`src/source/yolo_config.svh`:
```
`ifndef YOLO_CONFIG_SVH
`define YOLO_CONFIG_SVH

// data element and accumulator widths
`define YOLO_DATA_W 16
`define YOLO_ACC_W 40

// elements per pixel word, products per mac step
`define YOLO_N_MACS 4

// neuron units and result buffers
`define YOLO_N_VECT 4

// bus word holds N_MACS elements or N_VECT results
`define YOLO_BUS_W 64
`define YOLO_ADDR_W 32

// internal buffer address widths
`define YOLO_PIX_ADDR_W 6
`define YOLO_RES_ADDR_W 6

`define YOLO_SHIFT_W 5

`endif

```
`src/source/yolo_pkg.sv`:
```
`default_nettype none

`include "yolo_config.svh"

package yolo_pkg;

   // one signed data element
   typedef logic signed [`YOLO_DATA_W-1:0] data_t;

   // mac accumulator, wide enough for long dot product runs
   typedef logic signed [`YOLO_ACC_W-1:0] acc_t;

   // pixel buffer word, same layout as a bus word
   typedef data_t [`YOLO_N_MACS-1:0] pixel_word_t;

   // weights for one neuron unit
   typedef data_t [`YOLO_N_MACS-1:0] weight_row_t;

endpackage

`default_nettype wire

```
`src/source/yolo_unit.sv`:
```
`timescale 1ns/1ps
`default_nettype none

`include "yolo_config.svh"

module yolo_unit
   import yolo_pkg::*;
#(
   parameter int unit_index = 0
) (
   input  wire                       clk,
   input  wire                       rst,
   input  wire   pixel_word_t        pixel,
   input  wire   weight_row_t        weight,
   input  wire   data_t              bias,
   input  wire                       mac_en,
   input  wire                       ld_acc,
   input  wire                       ld_mp,
   input  wire                       ld_res,
   input  wire                       bias_en,
   input  wire                       leaky_en,
   input  wire                       maxpool_en,
   input  wire                       bypass_en,
   input  wire   [`YOLO_SHIFT_W-1:0] shift,
   output data_t                     result
);

   localparam acc_t sat_max = acc_t'((1 << (`YOLO_DATA_W - 1)) - 1);
   localparam acc_t sat_min = -sat_max - 1;

   acc_t  acc;
   acc_t  dot;
   acc_t  start_val;
   acc_t  shifted;
   acc_t  clamped;
   data_t act;
   data_t pool;
   data_t pool_next;

   // dot product of pixel word and weight row
   always_comb begin
      dot = '0;
      for (int i = 0; i < `YOLO_N_MACS; i++) begin
         dot = dot + acc_t'(pixel[i]) * acc_t'(weight[i]);
      end
   end

   assign start_val = bias_en ? acc_t'(bias) : '0;

   // shift, leaky ramp on negatives, then saturate
   always_comb begin
      shifted = acc >>> shift;
      if (leaky_en && shifted < 0) begin
         // slope of 1/8 below zero
         shifted = shifted >>> 3;
      end
      if (shifted > sat_max) begin
         clamped = sat_max;
      end else if (shifted < sat_min) begin
         clamped = sat_min;
      end else begin
         clamped = shifted;
      end
      act = clamped[`YOLO_DATA_W-1:0];
   end

   // ld_mp opens a new pooling window
   assign pool_next = (ld_mp || act > pool) ? act : pool;

   always_ff @(posedge clk or posedge rst) begin
      if (rst) begin
         acc    <= '0;
         pool   <= '0;
         result <= '0;
      end else begin
         if (mac_en) begin
            acc <= (ld_acc ? start_val : acc) + dot;
         end
         if (ld_mp || (maxpool_en && ld_res)) begin
            pool <= pool_next;
         end
         if (ld_res) begin
            if (bypass_en) begin
               result <= pixel[unit_index];
            end else if (maxpool_en) begin
               result <= pool_next;
            end else begin
               result <= act;
            end
         end
      end
   end

   // restarting the accumulator is only meaningful on a mac step
   a_ld_acc_with_mac: assert property (@(posedge clk) disable iff (rst)
      ld_acc |-> mac_en);

endmodule

`default_nettype wire

```
`config.mk`:
```
export PLATFORM = sky130hd
export DESIGN_NAME = yolo_unit
export DESIGN_NICKNAME = d
export VERILOG_FILES = /design/src/source/yolo_pkg.sv /design/src/source/yolo_unit.sv
export VERILOG_INCLUDE_DIRS = /design/src /design/src/source
export SDC_FILE = /design/constraint.sdc
export NUM_CORES = 2
export LEC_CHECK = 0
export ABC_AREA = 1
export BUFFER_PORTS_ARGS = -buffer_cell sky130_fd_sc_hd__buf_2
export CAP_MARGIN = 20
export CORE_UTILIZATION = 35
export CTS_CLUSTER_DIAMETER = 100
export DETAILED_ROUTE_END_ITERATION = 10
export HOLD_SLACK_MARGIN = 0.15
export PLACE_DENSITY_LB_ADDON = 0.15
export SLEW_MARGIN = 40
export SYNTH_ARGS = -nofsm -noshare
export SYNTH_HDL_FRONTEND = slang
export SYNTH_SLANG_ARGS = --single-unit
```
`constraint.sdc`:
```
create_clock -name clk -period 7.8 [get_ports clk]
set_input_delay 0.39 -clock clk [delete_from_list [all_inputs] [get_ports clk]]
set_output_delay 0.39 -clock clk [all_outputs]
set_load 0.05 [all_outputs]
```
==> out/metrics.csv <==
stage;metric;value;unit
die;io_pins;175;
global_route;antenna_found_initial;16;
logic_synthesis;synth_top_family_by_area;adder cells;
layout;nets;8677;
logic_synthesis;synth_cells;6321;
worst_setup_path;path_class;in2reg;
worst_setup_path;reg2reg_slack;0.41;ns
timing;finalSetupViolCount;14;
cts;clock-sinks;72;
timing;finalMaxSlewViolations;0;
die;die_x;385.9;um
logic_synthesis;synth-edff-count;0;
worst_setup_path;crit_slowest_cell;fa_1;
logic_synthesis;syn_area_per_cell;8.162;um^2
timing;slew_headroom;44.11;%
logic_synthesis;ys.warnings.count;0;
layout;fin_area;0.06112;mm^2
global_route;grt_max_degree;57;
worst_setup_path;crit_top_cell;fa_1;
routing;drc;0;
die;coreArea;0.1459;mm^2
worst_setup_path;start_kind;input port;
logic_synthesis;synth_simple_gate_area_share;14.98;%
routing;wl;155800;um
worst_setup_path;max_stage_delay;0.60;ns
place;portBuffers;174;
layout;drive_above_1_share;17.62;%
die;die_area;0.1490;mm^2
routing;dr.pass1.iters;5;
cts;cts_tree;done;
worst_setup_path;rr_startpoint;acc[15];
die;rows;140;
worst_setup_path;crit_fanout;6;
logic_synthesis;synth_xor_area_share;0.4753;%
logic_synthesis;yosys.area.top_type_share;52.69;%
cts;clkLatencyLatePin;0.36;ns
place;place_area;0.05867;mm^2
worst_setup_path;cp_num_buf_inv;13;
worst_setup_path;cp-end-kind;flop;
layout;num-fill-cells;14920;
worst_setup_path;worstPathArrival;8.34;ns
timing;rsz0062_at_grt;yes;
timing;fin_crit;8.134;ns
cts;cts-root-buf;clkbuf_16;
global_route;grt_pass1_wl;249000;um
routing;drtIter0Drc;1863;
run_status;status;finished, violations left;
timing;period_share;104.3;%
timing;fin_ws;-0.3344;ns
routing;wire_per_inst;17.80;um
timing;hold_viol_final;0;
logic_synthesis;synth_seq_cells;72;
logic_synthesis;synthAdderAreaFrac;60.86;%
cts;clock_path_buffers;2;
logic_synthesis;synth-seq-area-share;3.492;%
logic_synthesis;synthDominantAreaCellType;fa_1;
logic_synthesis;yosys_most_used_dff;dfrtp_1;
timing;fin_tns_setup;-2.610;ns
worst_setup_path;cp-startpoint;weight[63];
place;place.gp.congestion;0.9090;
logic_synthesis;synthMuxAreaShare;0;%
timing;finalClockSkew;0.01173;ns
min_path;min_path_type;in2reg;
layout;utilization;41.89;%
place;dpl_worst_slack;-1.178;ns
logic_synthesis;synth.area.top_cells;fa_1 (53%), inv_1 (14%), nand2_1 (10%), ha_1 (8.2%), dfrtp_1 (3.5%);
worst_setup_path;cp.required;8.01;ns
logic_synthesis;async_flop_share;100.0;%
timing;max_freq;122.9;MHz
logic_synthesis;synth_nets;8175;
global_route;grt_use_total;21.96;%
routing;vias;39480;
logic_synthesis;yosysUniqueCellTypes;45;
global_route;grt_pass1_vias;43590;
die;die_h;385.9;um
place;hpwlAfterDp;145700;um
cts;htreeDepth;3;
flow_run;maxCapViolations;0;
global_route;grt_overflow;0;
logic_synthesis;synth_compound_area_share;3.218;%
routing;ant_nets;0;
run_status;violations;negative setup slack;
min_path;hold_start;ld_mp;
layout;syn_to_final_growth;18.46;%
cts;path_clk_slew;0.06;ns
worst_setup_path;cp_top_family;adder cells;
logic_synthesis;synth_area;0.05159;mm^2
cts;cts_made_buffers;9;
die;start_util;35.36;%
timing;tightest_slew;0.8332;ns
routing;viasPerCell;4.510;
-- metrics by stage --
| step | cells | hold WS, ns |
|---|---|---|
| after floorplan | 6321 | 0.4530 |
| after global placement | 8672 | 0.4626 |
| after detailed placement | 8672 | 0.4608 |
| after CTS | 8710 | 0.3908 |
| after global routing | 8746 | 0.4247 |
| final | 8753 | 0.4118 |
-- synth_stat cells, types with 2 or more instances --
master       n
xnor2_1     14
buf_1       10
ha_1       337
a21oi_1     99
a21o_1       2
o22ai_1      4
xor2_1      14
clkbuf_1   269
dfrtp_1     72
a221oi_1     3
nor4_1       2
inv_1     1989
nor2_1     144
nand3_2      4
nand2_2      7
nand2_1   1422
o21a_1       3
clkinv_1     3
buf_4        3
nor3_1       9
o21ai_1     11
buf_6        7
nand3_1    263
or2_2       49
o211ai_1     7
nand4_1      8
o31ai_1      4
o21ai_0    134
fa_1      1358
inv_2        5
a211oi_1     2
a31oi_1     31
buf_2       19
a21oi_2      2
-- state kept, by name, summed over array words and instances, names as in the netlist --
signal / count
result: 16
pool: 16
acc: 40
-- cells by family after synthesis --
| family | after synthesis |
|---|---|
| adder cells (fa/ha/maj) | 1695 |
| AND/OR/NAND/NOR | 1913 |
| XOR/XNOR | 28 |
| AO/OA/AOI/OAI | 307 |
| flip-flops | 72 |
| buffers and inverters | 2306 |
-- worst reg2reg max path: cells and delay by family, from the launching register on --
| kind | cells | cell delay (ns) |
|---|---|---|
| AO/OA/AOI/OAI | 5 | 0.76 |
| buffers and inverters | 10 | 0.93 |
| AND/OR/NAND/NOR | 3 | 0.44 |
| adder cells (fa/ha/maj) | 10 | 4.76 |
| flip-flops | 1 | 0.35 |
-- path summary, 6_finish.rpt --
check | to | cells past startpoint
setup / recovery | acc[30] | 33
hold / removal | pool[15] | 4
setup reg to reg | acc[30] | 28
hold reg to reg | result[11] | 2
max in group asynchronous | acc[39] | 4
min in group asynchronous | result[11] | 3
-- final cells by class --
cell class	instances	area, um^2	area share [%]
antenna	8	20.02	0.03275
sequential	72	1802	2.948
inverter	1997	7522	12.31
multi-input combinational	3943	42410	69.39
timing repair buffer	800	6691	10.95
clock buffer	10	229.0	0.3746
tap	1917	2399	3.924
clock inverter	6	43.79	0.07165
-- metal layers --
layer | vias up | routed length, um | GRT usage [%]
li1 | 18730 | - | -
met1 | 19920 | 69840 | 29.91
met2 | 651 | 76670 | 37.98
met3 | 162 | 5063 | 1.364
met4 | 14 | 4119 | 5.446
met5 | - | 69 | 0
-- cells in the final DEF, fill, tap and decap left out, drive strengths merged, types with 7 or more instances in the layout --
cell	Yosys	final
diode	0	8
xnor2	14	14
nand4	8	8
or2	50	50
nor2	145	145
a21oi	101	101
nand2	1430	1430
dfrtp	72	72
fa	1358	1358
nor3	9	9
a31oi	31	31
clkinv	3	8
o21ai	145	145
o211ai	7	7
nand3	267	267
clkbuf	269	36
xor2	14	14
inv	1994	1991
ha	337	337
buf	40	773
-- repair_timing --
action	in CTS	in global routing
pin swaps	86	153
gates resized for setup	214	332
setup buffers	23	42
hold endpoints to repair	26	0
setup endpoints to repair	21	28
hold buffers	1	0
Power is not shown: default switching activity piles up to over one toggle a cycle in this logic, so the estimate is an artifact.
