[src/source/yolo_config.svh]
`ifndef YOLO_CONFIG_SVH
`define YOLO_CONFIG_SVH

// data element and accumulator widths
`define YOLO_DATA_W 16
`define YOLO_ACC_W 40

// elements per pixel word, products per mac step
`define YOLO_N_MACS 4

// neuron units and result buffers
`define YOLO_N_VECT 4

// bus word holds N_MACS elements or N_VECT results
`define YOLO_BUS_W 64
`define YOLO_ADDR_W 32

// internal buffer address widths
`define YOLO_PIX_ADDR_W 6
`define YOLO_RES_ADDR_W 6

`define YOLO_SHIFT_W 5

`endif

[src/source/yolo_pkg.sv]
`default_nettype none

`include "yolo_config.svh"

package yolo_pkg;

   // one signed data element
   typedef logic signed [`YOLO_DATA_W-1:0] data_t;

   // mac accumulator, wide enough for long dot product runs
   typedef logic signed [`YOLO_ACC_W-1:0] acc_t;

   // pixel buffer word, same layout as a bus word
   typedef data_t [`YOLO_N_MACS-1:0] pixel_word_t;

   // weights for one neuron unit
   typedef data_t [`YOLO_N_MACS-1:0] weight_row_t;

endpackage

`default_nettype wire

[src/source/dual_port_ram.sv]
`timescale 1ns/1ps
`default_nettype none

`include "yolo_config.svh"

module dual_port_ram
   import yolo_pkg::*;
#(
   parameter type word_t = data_t,
   parameter int ADDR_W = `YOLO_PIX_ADDR_W
) (
   input  wire               clk,
   input  wire               wr_en,
   input  wire  [ADDR_W-1:0] wr_addr,
   input  wire  word_t       wr_data,
   input  wire               rd_en,
   input  wire  [ADDR_W-1:0] rd_addr,
   output word_t             rd_data
);

   word_t mem [0:(1 << ADDR_W)-1];

   always_ff @(posedge clk) begin
      if (wr_en) begin
         mem[wr_addr] <= wr_data;
      end
   end

   // registered read, output holds while rd_en is low
   always_ff @(posedge clk) begin
      if (rd_en) begin
         rd_data <= mem[rd_addr];
      end
   end

endmodule

`default_nettype wire

[config.mk]
export PLATFORM = sky130hd
export DESIGN_NAME = dual_port_ram
export DESIGN_NICKNAME = d
export VERILOG_FILES = /design/src/source/yolo_pkg.sv /design/src/source/dual_port_ram.sv
export VERILOG_INCLUDE_DIRS = /design/src /design/src/source
export SDC_FILE = /design/constraint.sdc
export NUM_CORES = 1
export LEC_CHECK = 0
export ABC_AREA = 1
export BUFFER_PORTS_ARGS = -buffer_cell sky130_fd_sc_hd__buf_2
export CAP_MARGIN = 20
export CELL_PAD_IN_SITES_DETAIL_PLACEMENT = 1
export CELL_PAD_IN_SITES_GLOBAL_PLACEMENT = 1
export CORE_UTILIZATION = 39
export CTS_CLUSTER_SIZE = 25
export DETAILED_ROUTE_END_ITERATION = 16
export GPL_ROUTABILITY_DRIVEN = 0
export PLACE_DENSITY = 0.74
export SETUP_SLACK_MARGIN = 0.15
export SKIP_CTS_REPAIR_TIMING = 1
export SYNTH_ARGS = -nofsm -noshare
export SYNTH_HDL_FRONTEND = slang
export SYNTH_SLANG_ARGS = --single-unit
[constraint.sdc]
create_clock -name clk -period 2.9 [get_ports clk]
set_input_delay 0.29 -clock clk [delete_from_list [all_inputs] [get_ports clk]]
set_output_delay 0.29 -clock clk [all_outputs]
set_load 0.05 [all_outputs]
==> metrics.md, run 1 <==
| Metric | Value |
|---|---|
| Placed insts | `4925` |
| Worst Setup SP | `rd_addr[0]` |
| DRC violation total after the first TritonRoute iteration | `2837` |
| Max Cap Viol | `0` |
| Clk sink count | `1040` |
| Share of layout cells above drive strength 1 | `10.6%` |
| Worst VDD drop | `0.000445 V` |
| Core area | `107000 µm²` |
| Period utilisation layout | `65.3%` |
| H-tree depth | `3` |
| Design Area, Final | `48200 µm²` |
| Syn-to-layout area delta | `14.1%` |
| Util after Layout | `45.0%` |
| Final Max Tran Viols | `0` |
| RSZ-0062 raised after global routing | `no` |
| Reg2reg start | `mem[15][15]` |
| Power density over the cells | `678 nW/µm²` |
| DR WL/cell | `25.3 µm` |
| Leak Pwr | `17.4 nW` |
| Clock root cell | `clkbuf_16` |
| Gr ovfl total | `0` |
| Reg2Reg Setup Slack | `1.14 ns` |
| Syn Inst Count | `3517` |
| Crit path time final | `1.89 ns` |
| Fin. Hold Viols | `0` |
| Die W | `331 µm` |
| Outcome | `finished clean` |
| Endpoint class of the critical path | `flip-flop` |
| Crit path kind | `input port to flip-flop` |
| Setup TNS | `0 ns` |
| Starting density of the core | `39.4%` |
| Clock latency on the worst-skew pair | `0.69 ns` |
| Worst hold start | `wr_data[7]` |
| Worst Path Max Fanout | `56` |
| CTS Buf Count | `108` |
| Slew headroom | `34.1%` |
| Final-layout fill cell count | `11300` |
| Finished Layout Cells | `5135` |
| Critical Path AT | `2.42 ns` |
| Syn nets | `3548` |
| Most frequent cells in the layout | `nand2_1 (1296), edfxtp_1 (1040), nand3_1 (871)` |
| Total Wirelength | `130000 µm` |
| Mapped Area | `42300 µm²` |
| Final setup viols | `0` |
| CP required | `3.42 ns` |
| DRC Markers | `0` |
| Worst-Margin Slew | `0.989 ns` |
| Pre-antenna DRT Iters | `7` |
| IO Pins | `47` |
| Die area | `110000 µm²` |
| Vias/cell | `5.62` |
| Total GRT Usage | `23.8%` |
| Antenna Nets Post-Route | `0` |
| CTS clk-pin slew, worst paths | `0.06 ns` |
| Nets | `3664` |
| Hold crit path type | `input port to flip-flop` |
| Peak Freq | `528 MHz` |
| Placed Area | `44700 µm²` |
| TritonCTS clock tree | `yes` |
| DR vias | `28800` |
| Count of input and output buffers | `46` |
| Commonest non-fill, non-tap cell in the layout | `nand2_1` |
| Largest net degree at the start of global routing | `129` |
| Register area share after synthesis | `73.9%` |
| Wire length of the first global-routing pass | `193000 µm` |
| Initial antenna violation count | `4` |
| HPWL Detailed | `77000 µm` |
| Synth cell types | `15` |
| Critical Path Start Type | `input port` |
| Clock buffer depth | `3` |
| Vias in the first global route | `30300` |
| Yosys warns | `0` |
| Syn_area_per_cell | `12.0 µm²` |
| Synth Register Bits | `1040` |
| Die H | `331 µm` |
| Max Clock Skew | `0.0240 ns` |
| Num rows | `120` |
[layout make-up]
class / instances / area (µm²) / area share, %
flip-flops and latches: 1040 / 31200 / 64.8
multi-input cells: 2240 / 9590 / 19.9
clock buffers: 134 / 2890 / 5.98
repair buffers: 231 / 2070 / 4.29
well taps: 1403 / 1760 / 3.64
clock inverters: 70 / 598 / 1.24
inverters: 12 / 71.3 / 0.148
diodes: 5 / 12.5 / 0.0260
[stage by stage]
| step | hold WS, ns | worst slack [ns] | power, mW |
|---|---|---|---|
| detailed placement | 0.688 | 0.361 | 19.2 |
| global route | 0.144 | 0.876 | 33.5 |
| CTS | -0.0323 | 1.06 | 32.8 |
| global placement | 0.691 | 0.427 | 19.1 |
| finish | 0.146 | 1.01 | 32.7 |
| floorplan | 0.389 | 0.0559 | 18.2 |
[report_power, final]
group / leakage (nW) / total (mW) / switching (mW) / internal (mW)
logic: 6.30 / 2.20 / 1.65 / 0.554
registers: 9.37 / 16.7 / 0.0451 / 16.7
clock network: 1.71 / 13.8 / 5.85 / 7.93
[layer usage]
| metal | wire [µm] | track usage, % |
|---|---|---|
| met5 | 17 | 0 |
| met1 | 53100 | 31.4 |
| met2 | 63800 | 40.0 |
| met3 | 9290 | 3.57 |
| met4 | 3880 | 7.98 |
[path summary, 6_finish.rpt]
kind | cells past startpoint | end
hold reg to reg | 8 | rd_data[3]
hold / removal | 1 | mem[3][7]
setup reg to reg | 8 | rd_data[15]
setup / recovery | 12 | rd_data[4]
[cell usage after synthesis]
master,count,area (µm²)
nand2_1,1296,4860
edfxtp_1,1040,31200
nand3_1,871,4360
buf_2,113,566
nor2_1,56,210
buf_6,49,552
clkbuf_1,26,97.6
buf_4,19,143
buf_1,17,63.8
inv_1,9,33.8
nand4_1,9,56.3
nor4_1,8,50.1
inv_2,2,7.51
buf_8,1,15.0
inv_8,1,11.3
[state kept, by name, summed over array words and instances (netlist names)]
register  cells
rd_data      16
mem        1024
[critical path, stage by stage]
cell	delay (ns)
buf_8	0.18
inv_16	0.21
buf_12	0.28
buf_4	0.22
nand2_1	0.06
nand3_1	0.08
nand3_1	0.14
nand2_1	0.11
nand2_1	0.06
nand3_1	0.19
nand3_1	0.31
nand2_1	0.17
[cells by family after synthesis]
group         after synthesis  synth area share (%)
buf+inv                   237                  3.52
simple gates             2240                  22.6
flops                    1040                  73.9
No activity file was read; power rests on OpenSTA's default activity.
==> inputs of run 2 (changes only) <==
==> constraint.sdc (replaced) <==
create_clock -name clk -period 1.7 [get_ports clk]
set_input_delay 0.17 -clock clk [delete_from_list [all_inputs] [get_ports clk]]
set_output_delay 0.17 -clock clk [all_outputs]
set_load 0.05 [all_outputs]
==> run 2 against run 1 <==
Against the previous run: the run now ends with setup timing left; clock power is 63% higher; critical path depth fell by 11; design area rose by 5.0%; total power increased by 69%; register-to-register slack worse by 0.98 ns; clock-buffer cell count rose by 2; combinational power increased by 96%; first-iteration DRC count increased by 10%; worst hold slack lost 0.14 ns; die area did not move; sequential power grew 71%; worst setup slack worse by 1.0 ns; largest cell class unchanged; largest power group unchanged.
==> metrics.md, run 2 (synthesis gave the netlist of run 1 again) <==
| Metric | Value |
|---|---|
| Outcome | `finished with violations` |
| Failing checks | `setup timing` |
| Sequential share of power | `51.6% (+0.5 points)` |
| CTS clk-pin slew, worst paths | `0.06 ns (about the same)` |
| Vias/cell | `5.59 (-0.40%)` |
| Clk sink count | `1040 (unchanged)` |
| Max Cap Viol | `0 (unchanged)` |
| Post-Place Worst Slack | `-0.511 ns (-0.873 ns)` |
| Max incr delay on CP | `0.62 ns (+0.31 ns)` |
| Worst VDD drop | `0.000739 V (+66%)` |
| H-tree depth | `3 (unchanged)` |
| CTS Buf Count | `108 (unchanged)` |
| Area of the multi-input gates | `10100 µm² (+5.3%)` |
| Final-layout fill cell count | `11100 (-1.3%)` |
| Pre-antenna DRT Iters | `5 (-2)` |
| Die W | `331 µm (unchanged)` |
| Final setup viols | `1 (+1)` |
| DR vias | `29300 (+1.4%)` |
| Antenna Nets Post-Route | `0 (unchanged)` |
| Largest net degree at the start of global routing | `76 (-41%)` |
| DR WL/cell | `25.4 µm (+0.10%)` |
| Clock latency on the worst-skew pair | `0.69 ns (about the same)` |
| Comb pwr share | `7.8% (+1.1 points)` |
| CP required | `1.53 ns (-1.89 ns)` |
| Die area | `110000 µm² (unchanged)` |
| Gr ovfl total | `0 (unchanged)` |
| Total GRT Usage | `24.3% (+0.50 points)` |
| RSZ-0062 raised after global routing | `yes` |
| Num rows | `120 (unchanged)` |
| Clk pwr share | `40.6% (-1.5 points)` |
| Psw | `13.1 mW (+73%)` |
| Register area | `31200 µm² (unchanged)` |
| Final Max Tran Viols | `0 (unchanged)` |
| Core area | `107000 µm² (unchanged)` |
| Slew headroom | `38.9% (+4.8 points)` |
| Die H | `331 µm (unchanged)` |
| Power density over the cells | `1090 nW/µm² (+61%)` |
| Syn-to-layout area delta | `19.8%` |
| Worst Path Buf+Inv | `1 (-3)` |
| Worst Path Max Fanout | `1 (-98%)` |
| Fin. Hold Viols | `0 (unchanged)` |
| Placed Area | `46900 µm² (+5.0%)` |
| Peak Freq | `581 MHz` |
| Nets | `3769 (+2.9%)` |
| Most frequent cells in the layout | `nand2_1 (1290), edfxtp_1 (1040), nand3_1 (831)` |
| Share of layout cells above drive strength 1 | `14.6% (+4.1 points)` |
| TritonCTS clock tree | `yes` |
| Count of input and output buffers | `46 (unchanged)` |
| Largest regs | `mem (1024), rd_data (16)` |
| IO Pins | `47 (unchanged)` |
| Starting density of the core | `39.4% (unchanged)` |
| Total Wirelength | `133000 µm (+2.0%)` |
| DRC Markers | `0 (unchanged)` |
| Worst-Margin Slew | `0.916 ns (-0.0730 ns)` |
| Endpoint class of the critical path | `output pin` |
| Sw frac | `23.6% (+0.54 points)` |
| Hold crit path type | `input port to flip-flop` |
| Clock buffer depth | `3 (unchanged)` |
| Crit-path cells | `buf_6` |
| Design Area, Final | `50600 µm² (+5.0%)` |
| Vias in the first global route | `30900 (+2.0%)` |
| Wire length of the first global-routing pass | `197000 µm (+1.7%)` |
| Reg2Reg Setup Slack | `0.16 ns (-0.98 ns)` |
| Max reg flops | `1024 (unchanged)` |
| Leak Pwr | `18.3 nW (+5.1%)` |
| Max Clock Skew | `0.0167 ns (-0.00728 ns)` |
| Final setup margin | `-0.0212 ns (-1.03 ns)` |
| Crit path kind | `flip-flop to output pin` |
| Initial antenna violation count | `1 (-3)` |
| DRC violation total after the first TritonRoute iteration | `3129 (+10%)` |
| Design internal power | `42.3 mW (+68%)` |
| Setup TNS | `-0.0212 ns (-0.0212 ns)` |
| Clock root cell | `clkbuf_16` |
| HPWL Detailed | `81500 µm (+5.8%)` |
| Critical Path AT | `1.55 ns (-0.87 ns)` |
| Crit path max-delay cell type | `edfxtp_1` |
| Crit path time final | `1.72 ns` |
| Period utilisation layout | `101%` |
| Critical Path Start Type | `flip-flop` |
| Crit-path leading delay family | `flip-flops` |
| Commonest non-fill, non-tap cell in the layout | `nand2_1` |
| Biggest register | `mem` |
## run 2: changes by cell type in the layout (fill, tap and decap cells not counted), moves of 11 or more
cell / previous run / this run
buf_6: 0 / 16
nor2_1: 56 / 35
nand3_2: 0 / 29
buf_12: 34 / 130
nand3_4: 0 / 11
nor2_4: 0 / 18
buf_2: 43 / 27
nand3_1: 871 / 831
## run 2: power groups by stage
stage          clock (mW)  combinational (mW)  sequential (mW)
2_1_floorplan           0                1.95             29.2
3_3_place_gp            0                4.00             29.1
3_5_place_dp            0                4.13             29.1
4_1_cts              22.7                4.17             28.6
5_1_grt              23.6                4.59             28.6
6_report             22.5                4.32             28.6
## run 2: final timing paths
kind                    start           to  depth (start not counted)
hold reg to reg   mem[40][14]  rd_data[14]                          8
hold / removal     wr_data[8]    mem[7][8]                          2
setup reg to reg   mem[54][9]   rd_data[9]                          8
setup / recovery   rd_data[7]   rd_data[7]                          1
## run 2: final cells by class
cell class / count / share of cell area [%]
tap: 1403 / 3.47
sequential: 1040 / 61.7
clock buffer: 136 / 5.63
clock inverter: 60 / 0.828
multi-input combinational: 2240 / 20.0
inverter: 12 / 0.178
antenna: 3 / 0.0148
timing repair buffer: 336 / 8.21
## run 2: stage by stage
step                hold WS (ns)  util, %  power (mW)  std cells
global route              0.0148     47.2        56.7       5227
floorplan                  0.269        -        31.1       3517
global placement           0.713     43.8        33.1       5031
finish                    0.0108     47.2        55.4       5230
detailed placement         0.720     43.8        33.2       5031
CTS                     -0.00268     46.8        55.4       5227
## run 2: per-layer routing
layer	share of wire [%]	wire [µm]	global-route usage, %
met5	0.0053	7	0
met4	3.2	4190	9.17
met3	6.7	8920	3.31
met2	49	64900	40.5
met1	41	54600	32.3
