`src/source/yolo_config.svh`:
```
`ifndef YOLO_CONFIG_SVH
`define YOLO_CONFIG_SVH

// data element and accumulator widths
`define YOLO_DATA_W 16
`define YOLO_ACC_W 40

// elements per pixel word, products per mac step
`define YOLO_N_MACS 4

// neuron units and result buffers
`define YOLO_N_VECT 4

// bus word holds N_MACS elements or N_VECT results
`define YOLO_BUS_W 64
`define YOLO_ADDR_W 32

// internal buffer address widths
`define YOLO_PIX_ADDR_W 6
`define YOLO_RES_ADDR_W 6

`define YOLO_SHIFT_W 5

`endif

```
`src/source/yolo_pkg.sv`:
```
`default_nettype none

`include "yolo_config.svh"

package yolo_pkg;

   // one signed data element
   typedef logic signed [`YOLO_DATA_W-1:0] data_t;

   // mac accumulator, wide enough for long dot product runs
   typedef logic signed [`YOLO_ACC_W-1:0] acc_t;

   // pixel buffer word, same layout as a bus word
   typedef data_t [`YOLO_N_MACS-1:0] pixel_word_t;

   // weights for one neuron unit
   typedef data_t [`YOLO_N_MACS-1:0] weight_row_t;

endpackage

`default_nettype wire

```
`src/source/result_store.sv`:
```
`timescale 1ns/1ps
`default_nettype none

`include "yolo_config.svh"

module result_store
   import yolo_pkg::*;
(
   input  wire                           clk,
   input  wire                           rst,
   input  wire                           run,
   input  wire   [`YOLO_RES_ADDR_W:0]    count,
   input  wire   [`YOLO_ADDR_W-1:0]      base,
   output logic                          busy,
   output logic                          buf_rd_en,
   output logic  [`YOLO_RES_ADDR_W-1:0]  buf_rd_addr,
   input  wire   pixel_word_t            buf_rd_data,
   output logic                          wr_valid,
   output logic  [`YOLO_ADDR_W-1:0]      wr_addr,
   output pixel_word_t                   wr_data,
   input  wire                           wr_ready
);

   logic [`YOLO_RES_ADDR_W:0] count_q;
   logic [`YOLO_RES_ADDR_W:0] rd_idx;
   logic [`YOLO_RES_ADDR_W:0] wr_idx;
   logic [`YOLO_ADDR_W-1:0]   base_q;
   logic                      accept;

   assign accept = wr_valid && wr_ready;

   // read the next word when the bus slot is empty or being freed
   assign buf_rd_en   = busy && (rd_idx != count_q) && (!wr_valid || wr_ready);
   assign buf_rd_addr = rd_idx[`YOLO_RES_ADDR_W-1:0];

   // buffer output holds between reads, so it drives the bus directly
   assign wr_data = buf_rd_data;
   assign wr_addr = base_q + `YOLO_ADDR_W'(wr_idx);

   always_ff @(posedge clk or posedge rst) begin
      if (rst) begin
         busy     <= 1'b0;
         wr_valid <= 1'b0;
         rd_idx   <= '0;
         wr_idx   <= '0;
         count_q  <= '0;
         base_q   <= '0;
      end else if (run && !busy) begin
         busy    <= (count != '0);
         rd_idx  <= '0;
         count_q <= count;
         base_q  <= base;
      end else if (buf_rd_en) begin
         rd_idx   <= rd_idx + 1'b1;
         wr_idx   <= rd_idx;
         wr_valid <= 1'b1;
      end else if (accept) begin
         // last word accepted, nothing left to read
         wr_valid <= 1'b0;
         busy     <= 1'b0;
      end
   end

   a_wr_stable: assert property (@(posedge clk) disable iff (rst)
      wr_valid && !wr_ready |=> wr_valid && $stable(wr_data) && $stable(wr_addr));

   // the word on the bus is the last one read, nothing further is read ahead
   a_rd_one_ahead: assert property (@(posedge clk) disable iff (rst)
      wr_valid |-> (rd_idx == wr_idx + 1'b1) && (wr_idx < count_q));

endmodule

`default_nettype wire

```
`config.mk`:
```
export PLATFORM = sky130hd
export DESIGN_NAME = result_store
export DESIGN_NICKNAME = d
export VERILOG_FILES = /design/src/source/yolo_pkg.sv /design/src/source/result_store.sv
export VERILOG_INCLUDE_DIRS = /design/src /design/src/source
export SDC_FILE = /design/constraint.sdc
export NUM_CORES = 1
export LEC_CHECK = 0
export ABC_AREA = 1
export BUFFER_PORTS_ARGS = -buffer_cell sky130_fd_sc_hd__buf_4
export CAP_MARGIN = 20
export CORE_UTILIZATION = 42
export DETAILED_ROUTE_END_ITERATION = 7
export PLACE_DENSITY = 0.78
export SLEW_MARGIN = 20
export SYNTH_ARGS = -nofsm -noshare
export SYNTH_HDL_FRONTEND = slang
export SYNTH_SLANG_ARGS = --single-unit
```
`constraint.sdc`:
```
create_clock -name clk -period 1.7 [get_ports clk]
set_input_delay 0.255 -clock clk [delete_from_list [all_inputs] [get_ports clk]]
set_output_delay 0.255 -clock clk [all_outputs]
set_load 0.01 [all_outputs]
```
==> out/qor.yml, run 1 <==
run_status:
  status: "finished with violations"
  violated_checks: "negative setup slack"
timing:
  worst_slew_margin_rel_pct: 71.6
  finalWorstPathRequiredPeriod_ps: 2400
  worst_slack_ps: -701
  fin_worst_skew_ps: 6.95
  final-max-slew-violation-count: 0
  final_critical_path_share_of_the_clock_period_pct: 141
  holdWs_ps: 119
  setup_viol: 32
  maxClockFrequency_mhz: 416
  setup-tns-final_ps: -16930
  timing_hold_violations_final: 0
  grt_setup_unrepaired: "yes"
  slew_of_the_pin_with_the_lowest_slew_margin_ps: 423
floorplan:
  fp.coreArea_um2: 9240
  die_area_um2: 9950
  die_width_um: 99.7
  initial_utilization_pct: 43.4
  num_rows: 35
  die-height_um: 99.7
  i_o_pin_total: 212
logic_synthesis:
  yosys-mux-area-fraction_pct: 0
  synth_seq_area_share_pct: 34.3
  synth_area_in_compound_gates_pct: 5.46
  synth_area_um2: 4010
  synth.top_cell.area_share_pct: 34.3
  synth_largest_area_cell: "sky130_fd_sc_hd__dfrtp_1"
  synthesis.nets: 688
  synth_edf_count: 0
  synthesis.yosys.warnings: 0
  combinational_family_with_the_most_area_after_synthesis: "simple AND/OR/NAND/NOR gates"
  synth_xor_xnor_area_share_pct: 5.24
  synthesis.area_per_instance_um2: 7.01
  netlist_instances: 572
  dominantRegCellSynth: "sky130_fd_sc_hd__dfrtp_1"
  share_of_synthesized_cell_area_in_and_or_nand_and_nor_gates_pct: 31.3
  postSynth.asyncResetShare_pct: 100
  post_synth_main_area_contributors: "sky130_fd_sc_hd__dfrtp_1, sky130_fd_sc_hd__nand2_1, sky130_fd_sc_hd__buf_4, sky130_fd_sc_hd__inv_1, sky130_fd_sc_hd__xor2_1"
  number_of_synthesized_register_bits: 55
  synth_cell_types: 30
  post_synthesis_adder_cell_area_fraction_pct: 2.99
finish:
  layout.cells.most_common: "sky130_fd_sc_hd__nand2_1"
  antenna_cells: 0
  fin_area_um2: 5640
  drive_above_1_share_pct: 44.2
  final_cell_mix: "sky130_fd_sc_hd__nand2_1, sky130_fd_sc_hd__buf_4, sky130_fd_sc_hd__inv_1"
  area.growth.synth_to_final_pct: 40.6
  final_net_count: 776
drt:
  dr_wl_met3_um: 820
  1st_iter_drt_viols: 233
  postRouteWirelength_mm: 11.6
  drt-wirelength-per-cell_um: 14.6
  highest-signal-layer: "met4"
  wl_met2_mm: 5.64
  detail_route.wirelength.met1_mm: 4.82
  drc: 0
  vias: 3934
  antenna_violating_nets_post_route: 0
  vias_per_cell: 4.98
  first_pass_iters: 5
power:
  vdd_ir_drop_max_v: 0.000931
  totalPowerFinal_mw: 9.19
  power-per-cell-area_nw_per_um2: 1630
  leakage_nw: 2.95
placed_design:
  post-dp-hpwl_mm: 7.95
  io_buffers: 83
  globalplace.congestion: 0.847
  preCtsSetupSlack_ps: -364
  dpl-instance-area_um2: 4770
worst_setup_path:
  worst_path_max_delay_cell: "sky130_fd_sc_hd__dfrtp_1"
  path_cells: "ha_4 -> fa_2 -> nand2_2 -> nand2_2 -> nand3b_1 -> nand2_2 -> buf_4 -> buf_6 -> xor2_2 -> buf_4"
  critPathMaxFanout: 4
  timing.critical_path.from_type: "flip-flop"
  worst-endpoint-arrival_ps: 2150
  timing.setup.critical_path_class: "flip-flop to output pin"
  critPathRequiredTime_ps: 1440
  cpLargestDelayFamily: "adder cells"
  cpPeakStageDelay_ps: 430
  most_common_cell_on_crit_path: "sky130_fd_sc_hd__nand2_2"
  critPathCaptureType: "output pin"
  crit_buf_inv: 3
  crit_path_start: "base_q[0]$_DFFE_PP0P_"
  critical_path.reg2reg.startpoint: "rd_idx[0]$_DFFE_PP0P_"
grt:
  first_pass_grt_wire_length_mm: 17.5
  global_route.usage.total_pct: 22.1
  grt-ovfl-total: 0
  grt_pass1_vias: 3707
  grt_start_max_net_pins: 58
  antenna_found_initial: 0
cts:
  cts-buffers-inserted: 5
  path_clk_slew_ps: 110
  cts_htree_levels: 2
  cts.path.max_buffers: 2
  root_buffer_master: "sky130_fd_sc_hd__clkbuf_8"
  worstSkewPairLatency_ps: 320
  clkSinkCount: 55
  cts_tree: "yes"
min_path:
  holdCritPathClass: "input port to flip-flop"
  worst_hold_startpoint: "base[1]"
run:
  max-cap-violations: 0
==> synth_stat cells (2+ instances only) <==
cell type,number
sky130_fd_sc_hd__nor3_1,10
sky130_fd_sc_hd__xnor2_1,2
sky130_fd_sc_hd__nand2_2,3
sky130_fd_sc_hd__clkbuf_1,4
sky130_fd_sc_hd__buf_6,2
sky130_fd_sc_hd__nand3b_1,3
sky130_fd_sc_hd__buf_4,71
sky130_fd_sc_hd__xor2_1,22
sky130_fd_sc_hd__nor2_1,30
sky130_fd_sc_hd__o21ai_0,31
sky130_fd_sc_hd__buf_2,6
sky130_fd_sc_hd__nand2_1,201
sky130_fd_sc_hd__inv_1,60
sky130_fd_sc_hd__nor3_2,3
sky130_fd_sc_hd__dfrtp_1,55
sky130_fd_sc_hd__nand4_1,14
sky130_fd_sc_hd__nand3_1,29
sky130_fd_sc_hd__o21ai_1,5
sky130_fd_sc_hd__ha_1,8
sky130_fd_sc_hd__a21oi_1,3
==> layout make-up <==
type,instances,area (µm²)
clock buffers,6,82.6
clock inverters,2,17.5
fillers,783,3600
inverters,61,229
multi-input cells,373,2430
flip-flops and latches,55,1380
well taps,129,161
repair buffers,164,1340
==> per-layer routing <==
| layer | global-route usage (%) | vias to the layer above |
|---|---|---|
| met5 | 0 | - |
| met1 | 29.9 | 1826 |
| met2 | 36.8 | 180 |
| li1 | - | 1883 |
| met4 | 5.66 | 0 |
| met3 | 3.79 | 45 |
==> cell families after synthesis <==
family,Yosys count
XOR/XNOR,24
flip-flops,55
AND/OR/NAND/NOR,298
AO/OA/AOI/OAI,42
buffers and inverters,144
adder cells (fa/ha/maj),9
==> repair_timing <==
item                                   4_1_cts  5_1_grt
endpoints found under the hold margin        6        0
pin swaps                                   17       44
resized for setup                           55       78
setup endpoints to repair                   32       32
setup buffers                               15       15
hold buffers                                 1        0
==> worst paths after layout <==
path / endpoint / slack, ps / cells past startpoint
worst max-delay path: wr_addr[6] / -700 / 10
worst min-delay path: base_q[1]$_DFFE_PP0P_ / 120 / 3
worst max register to register: rd_idx[5]$_DFFE_PP0P_ / 150 / 10
worst min register to register: count_q[3]$_DFFE_PP0P_ / 550 / 2
max in group asynchronous: count_q[0]$_DFFE_PP0P_ / 890 / 4
min in group asynchronous: base_q[14]$_DFFE_PP0P_ / 540 / 4
==> tightest hold or removal path, cell delays in order <==
cell                      delay [ps]
sky130_fd_sc_hd__buf_4            80
sky130_fd_sc_hd__nand2_1          40
sky130_fd_sc_hd__nand2_1          40
==> power breakdown <==
| part | total [mW] | switching (mW) | internal (mW) |
|---|---|---|---|
| logic | 5.86 | 2.93 | 2.93 |
| clock network | 0.831 | 0.488 | 0.343 |
| registers | 2.49 | 0.597 | 1.89 |
==> per-stage QoR <==
stage,util [%],instances
finish,61.1,790
global route,61.1,790
CTS,56.4,776
detailed placement,51.7,752
global placement,51.7,752
floorplan,-,572
==> state kept, by name, indices dropped and copies added (netlist names) <==
signal    count
base_q       32
count_q       7
rd_idx        7
wr_idx        7
busy          1
wr_valid      1
No activity file was read; power rests on OpenSTA's default activity.
==> inputs of run 2 (changes only) <==
- PLACE_DENSITY: 0.78 -> not set
- PLACE_DENSITY_LB_ADDON: not set -> 0.05
==> out/qor.yml, run 2 (same netlist as run 1, synthesis figures left out) <==
run_status:
  status: "finished with violations"  # unchanged
  violated_checks: "negative setup slack"  # unchanged
finish:
  final_cell_mix: "sky130_fd_sc_hd__nand2_1, sky130_fd_sc_hd__buf_4, sky130_fd_sc_hd__inv_1"  # unchanged
  regMostFlops: "base_q"  # unchanged
  drive_above_1_share_pct: 40.3  # was 44.2%
  fin_area_um2: 5460  # was 5640 µm²
  final_net_count: 773  # was 776
  n_fill_cell: 870  # was 783
  largest_register_ffs: 32  # unchanged
  area.growth.synth_to_final_pct: 36.1  # was 40.6%
  final_instance_count_excl_fillers: 787  # was 790
  layout.cells.most_common: "sky130_fd_sc_hd__nand2_1"  # unchanged
  layout.core_utilization_pct: 59.1  # was 61.1%
  antenna_cells: 0  # unchanged
cts:
  cts_tree: "yes"  # unchanged
  worstSkewPairLatency_ps: 320  # about the same
  cts.path.max_buffers: 2  # unchanged
  clkSinkCount: 55  # unchanged
  path_clk_slew_ps: 110  # about the same
  cts-buffers-inserted: 5  # unchanged
  cts_htree_levels: 2  # unchanged
  root_buffer_master: "sky130_fd_sc_hd__clkbuf_8"  # unchanged
grt:
  grt-ovfl-total: 0  # unchanged
  grt_pass1_vias: 3730  # was 3707
  antenna_found_initial: 0  # unchanged
  global_route.usage.total_pct: 23.5  # was 22.1%
  first_pass_grt_wire_length_mm: 18.3  # was 17.5 mm
  grt_start_max_net_pins: 41  # was 58
run:
  max-cap-violations: 0  # unchanged
timing:
  final_critical_path_share_of_the_clock_period_pct: 137  # was 141%
  holdWs_ps: 112  # was 119 ps
  grt_setup_unrepaired: "yes"  # unchanged
  timing_hold_violations_final: 0  # unchanged
  worst_slew_margin_rel_pct: 69.7  # was 71.6%
  setup_viol: 32  # unchanged
  final-max-slew-violation-count: 0  # unchanged
  worst_slack_ps: -627  # was -701 ps
  slew_of_the_pin_with_the_lowest_slew_margin_ps: 454  # was 423 ps
  finalWorstPathRequiredPeriod_ps: 2330  # was 2400 ps
  maxClockFrequency_mhz: 430  # was 416 MHz
  fin_worst_skew_ps: 4.96  # was 6.95 ps
power:
  vdd_ir_drop_max_v: 0.000709  # was 0.000931 V
  leakage_nw: 2.88  # was 2.95 nW
  totalPowerFinal_mw: 8.88  # was 9.19 mW
  power-per-cell-area_nw_per_um2: 1630  # about the same
floorplan:
  num_rows: 35  # unchanged
  die_width_um: 99.7  # unchanged
  die_area_um2: 9950  # unchanged
  initial_utilization_pct: 43.4  # unchanged
  die-height_um: 99.7  # unchanged
  fp.coreArea_um2: 9240  # unchanged
  i_o_pin_total: 212  # unchanged
drt:
  1st_iter_drt_viols: 124  # was 233
  first_pass_iters: 5  # unchanged
  drc: 0  # unchanged
  drt-wirelength-per-cell_um: 14.6  # about the same
  vias_per_cell: 4.83  # was 4.98
  postRouteWirelength_mm: 11.5  # was 11.6 mm
  antenna_violating_nets_post_route: 0  # unchanged
  vias: 3804  # was 3934
worst_setup_path:
  crit_path_start: "wr_idx[0]$_DFFE_PP0P_"  # was base_q[0]$_DFFE_PP0P_
  worst-endpoint-arrival_ps: 2070  # was 2150 ps
  critPathMaxFanout: 4  # unchanged
  timing.reg2reg.worst_path_depth: 10  # unchanged
  critPathCaptureType: "output pin"  # unchanged
  critical_path.reg2reg.startpoint: "rd_idx[1]$_DFFE_PP0P_"  # was rd_idx[0]$_DFFE_PP0P_
  timing.setup.critical_path_class: "flip-flop to output pin"  # unchanged
  timing.critical_path.from_type: "flip-flop"  # unchanged
  critPathRequiredTime_ps: 1440  # about the same
min_path:
  holdCritPathClass: "input port to flip-flop"  # unchanged
  hold_depth: 3  # unchanged
  worst_hold_startpoint: "base[26]"  # was base[1]
placed_design:
  dpl-instance-area_um2: 4800  # was 4770 µm²
  post-dp-hpwl_mm: 8.64  # was 7.95 mm
  io_buffers: 83  # unchanged
  dp_cells: 755  # was 752
  globalplace.congestion: 0.953  # was 0.847
## run 2: cell count changes in the layout (fill, tap and decap cells not counted), moves of 2 or more
| cell | change |
|---|---|
| sky130_fd_sc_hd__buf_4 | +3 |
| sky130_fd_sc_hd__buf_6 | -6 |
| sky130_fd_sc_hd__ha_4 | -2 |
| sky130_fd_sc_hd__inv_6 | -2 |
| sky130_fd_sc_hd__nand2_1 | +16 |
| sky130_fd_sc_hd__nand2_2 | -12 |
| sky130_fd_sc_hd__nand2_4 | -4 |
| sky130_fd_sc_hd__nand3_2 | +2 |
| sky130_fd_sc_hd__nand3_4 | -3 |
| sky130_fd_sc_hd__nor2_1 | +2 |
| sky130_fd_sc_hd__nor2_2 | -2 |
## run 2: area by class of cell
class | instances | area [µm²] | share of cell area (%)
Multi-Input combinational cell | 373 | 2290 | 42.0
Sequential cell | 55 | 1380 | 25.3
Timing Repair Buffer | 161 | 1290 | 23.7
Inverter | 61 | 229 | 4.20
Tap cell | 129 | 161 | 2.96
Clock buffer | 6 | 82.6 | 1.51
Clock inverter | 2 | 20.0 | 0.367
## run 2: report_power, final
group          internal (mW)  switching (mW)
sequential              1.89           0.549
clock                  0.345           0.490
combinational           2.81            2.79
total                   5.05            3.83
## run 2: worst max-delay path: stages, from the launching register on
cell and delay [ps]:
sky130_fd_sc_hd__dfrtp_1 400, sky130_fd_sc_hd__ha_2 200, sky130_fd_sc_hd__fa_2 350, sky130_fd_sc_hd__nand2_2 70, sky130_fd_sc_hd__nand2_2 50, sky130_fd_sc_hd__nand3b_1 100, sky130_fd_sc_hd__nand2_2 100, sky130_fd_sc_hd__nand2_2 90
sky130_fd_sc_hd__o21ai_4 80, sky130_fd_sc_hd__xor2_2 150, sky130_fd_sc_hd__buf_4 150
## run 2: timing repair
item	in CTS	in global routing
buffers inserted	15	8
hold buffers	1	0
endpoints found under the hold margin	15	0
endpoints found under the setup margin	32	32
gates resized for setup	56	37
pin swaps	20	18
## run 2: layer usage
| metal | wire [µm] | track usage, % | share of wire [%] | up-vias |
|---|---|---|---|---|
| met1 | 5170 | 31.7 | 45 | 1762 |
| met5 | 0 | 0 | 0 | - |
| met4 | 365 | 9.16 | 3.2 | 0 |
| met3 | 637 | 3.79 | 5.6 | 37 |
| li1 | - | - | - | 1867 |
| met2 | 5300 | 37.8 | 46 | 138 |
## run 2: path summary, 6_finish.rpt
path | endpoint | slack, ps
worst min register to register | count_q[3]$_DFFE_PP0P_ | 530
max in group asynchronous | rd_idx[5]$_DFFE_PP0P_ | 670
min in group asynchronous | base_q[3]$_DFFE_PP0P_ | 470
worst min-delay path | base_q[26]$_DFFE_PP0P_ | 110
worst max-delay path | wr_addr[14] | -630
worst max register to register | rd_idx[6]$_DFFE_PP0P_ | 60
## run 2: stage by stage
stage | setup WS, ps | TNS, ps
floorplan | -103 | -964
global placement | -287 | -5950
detailed placement | -337 | -6620
CTS | -662 | -16970
global route | -739 | -19610
finish | -627 | -16340
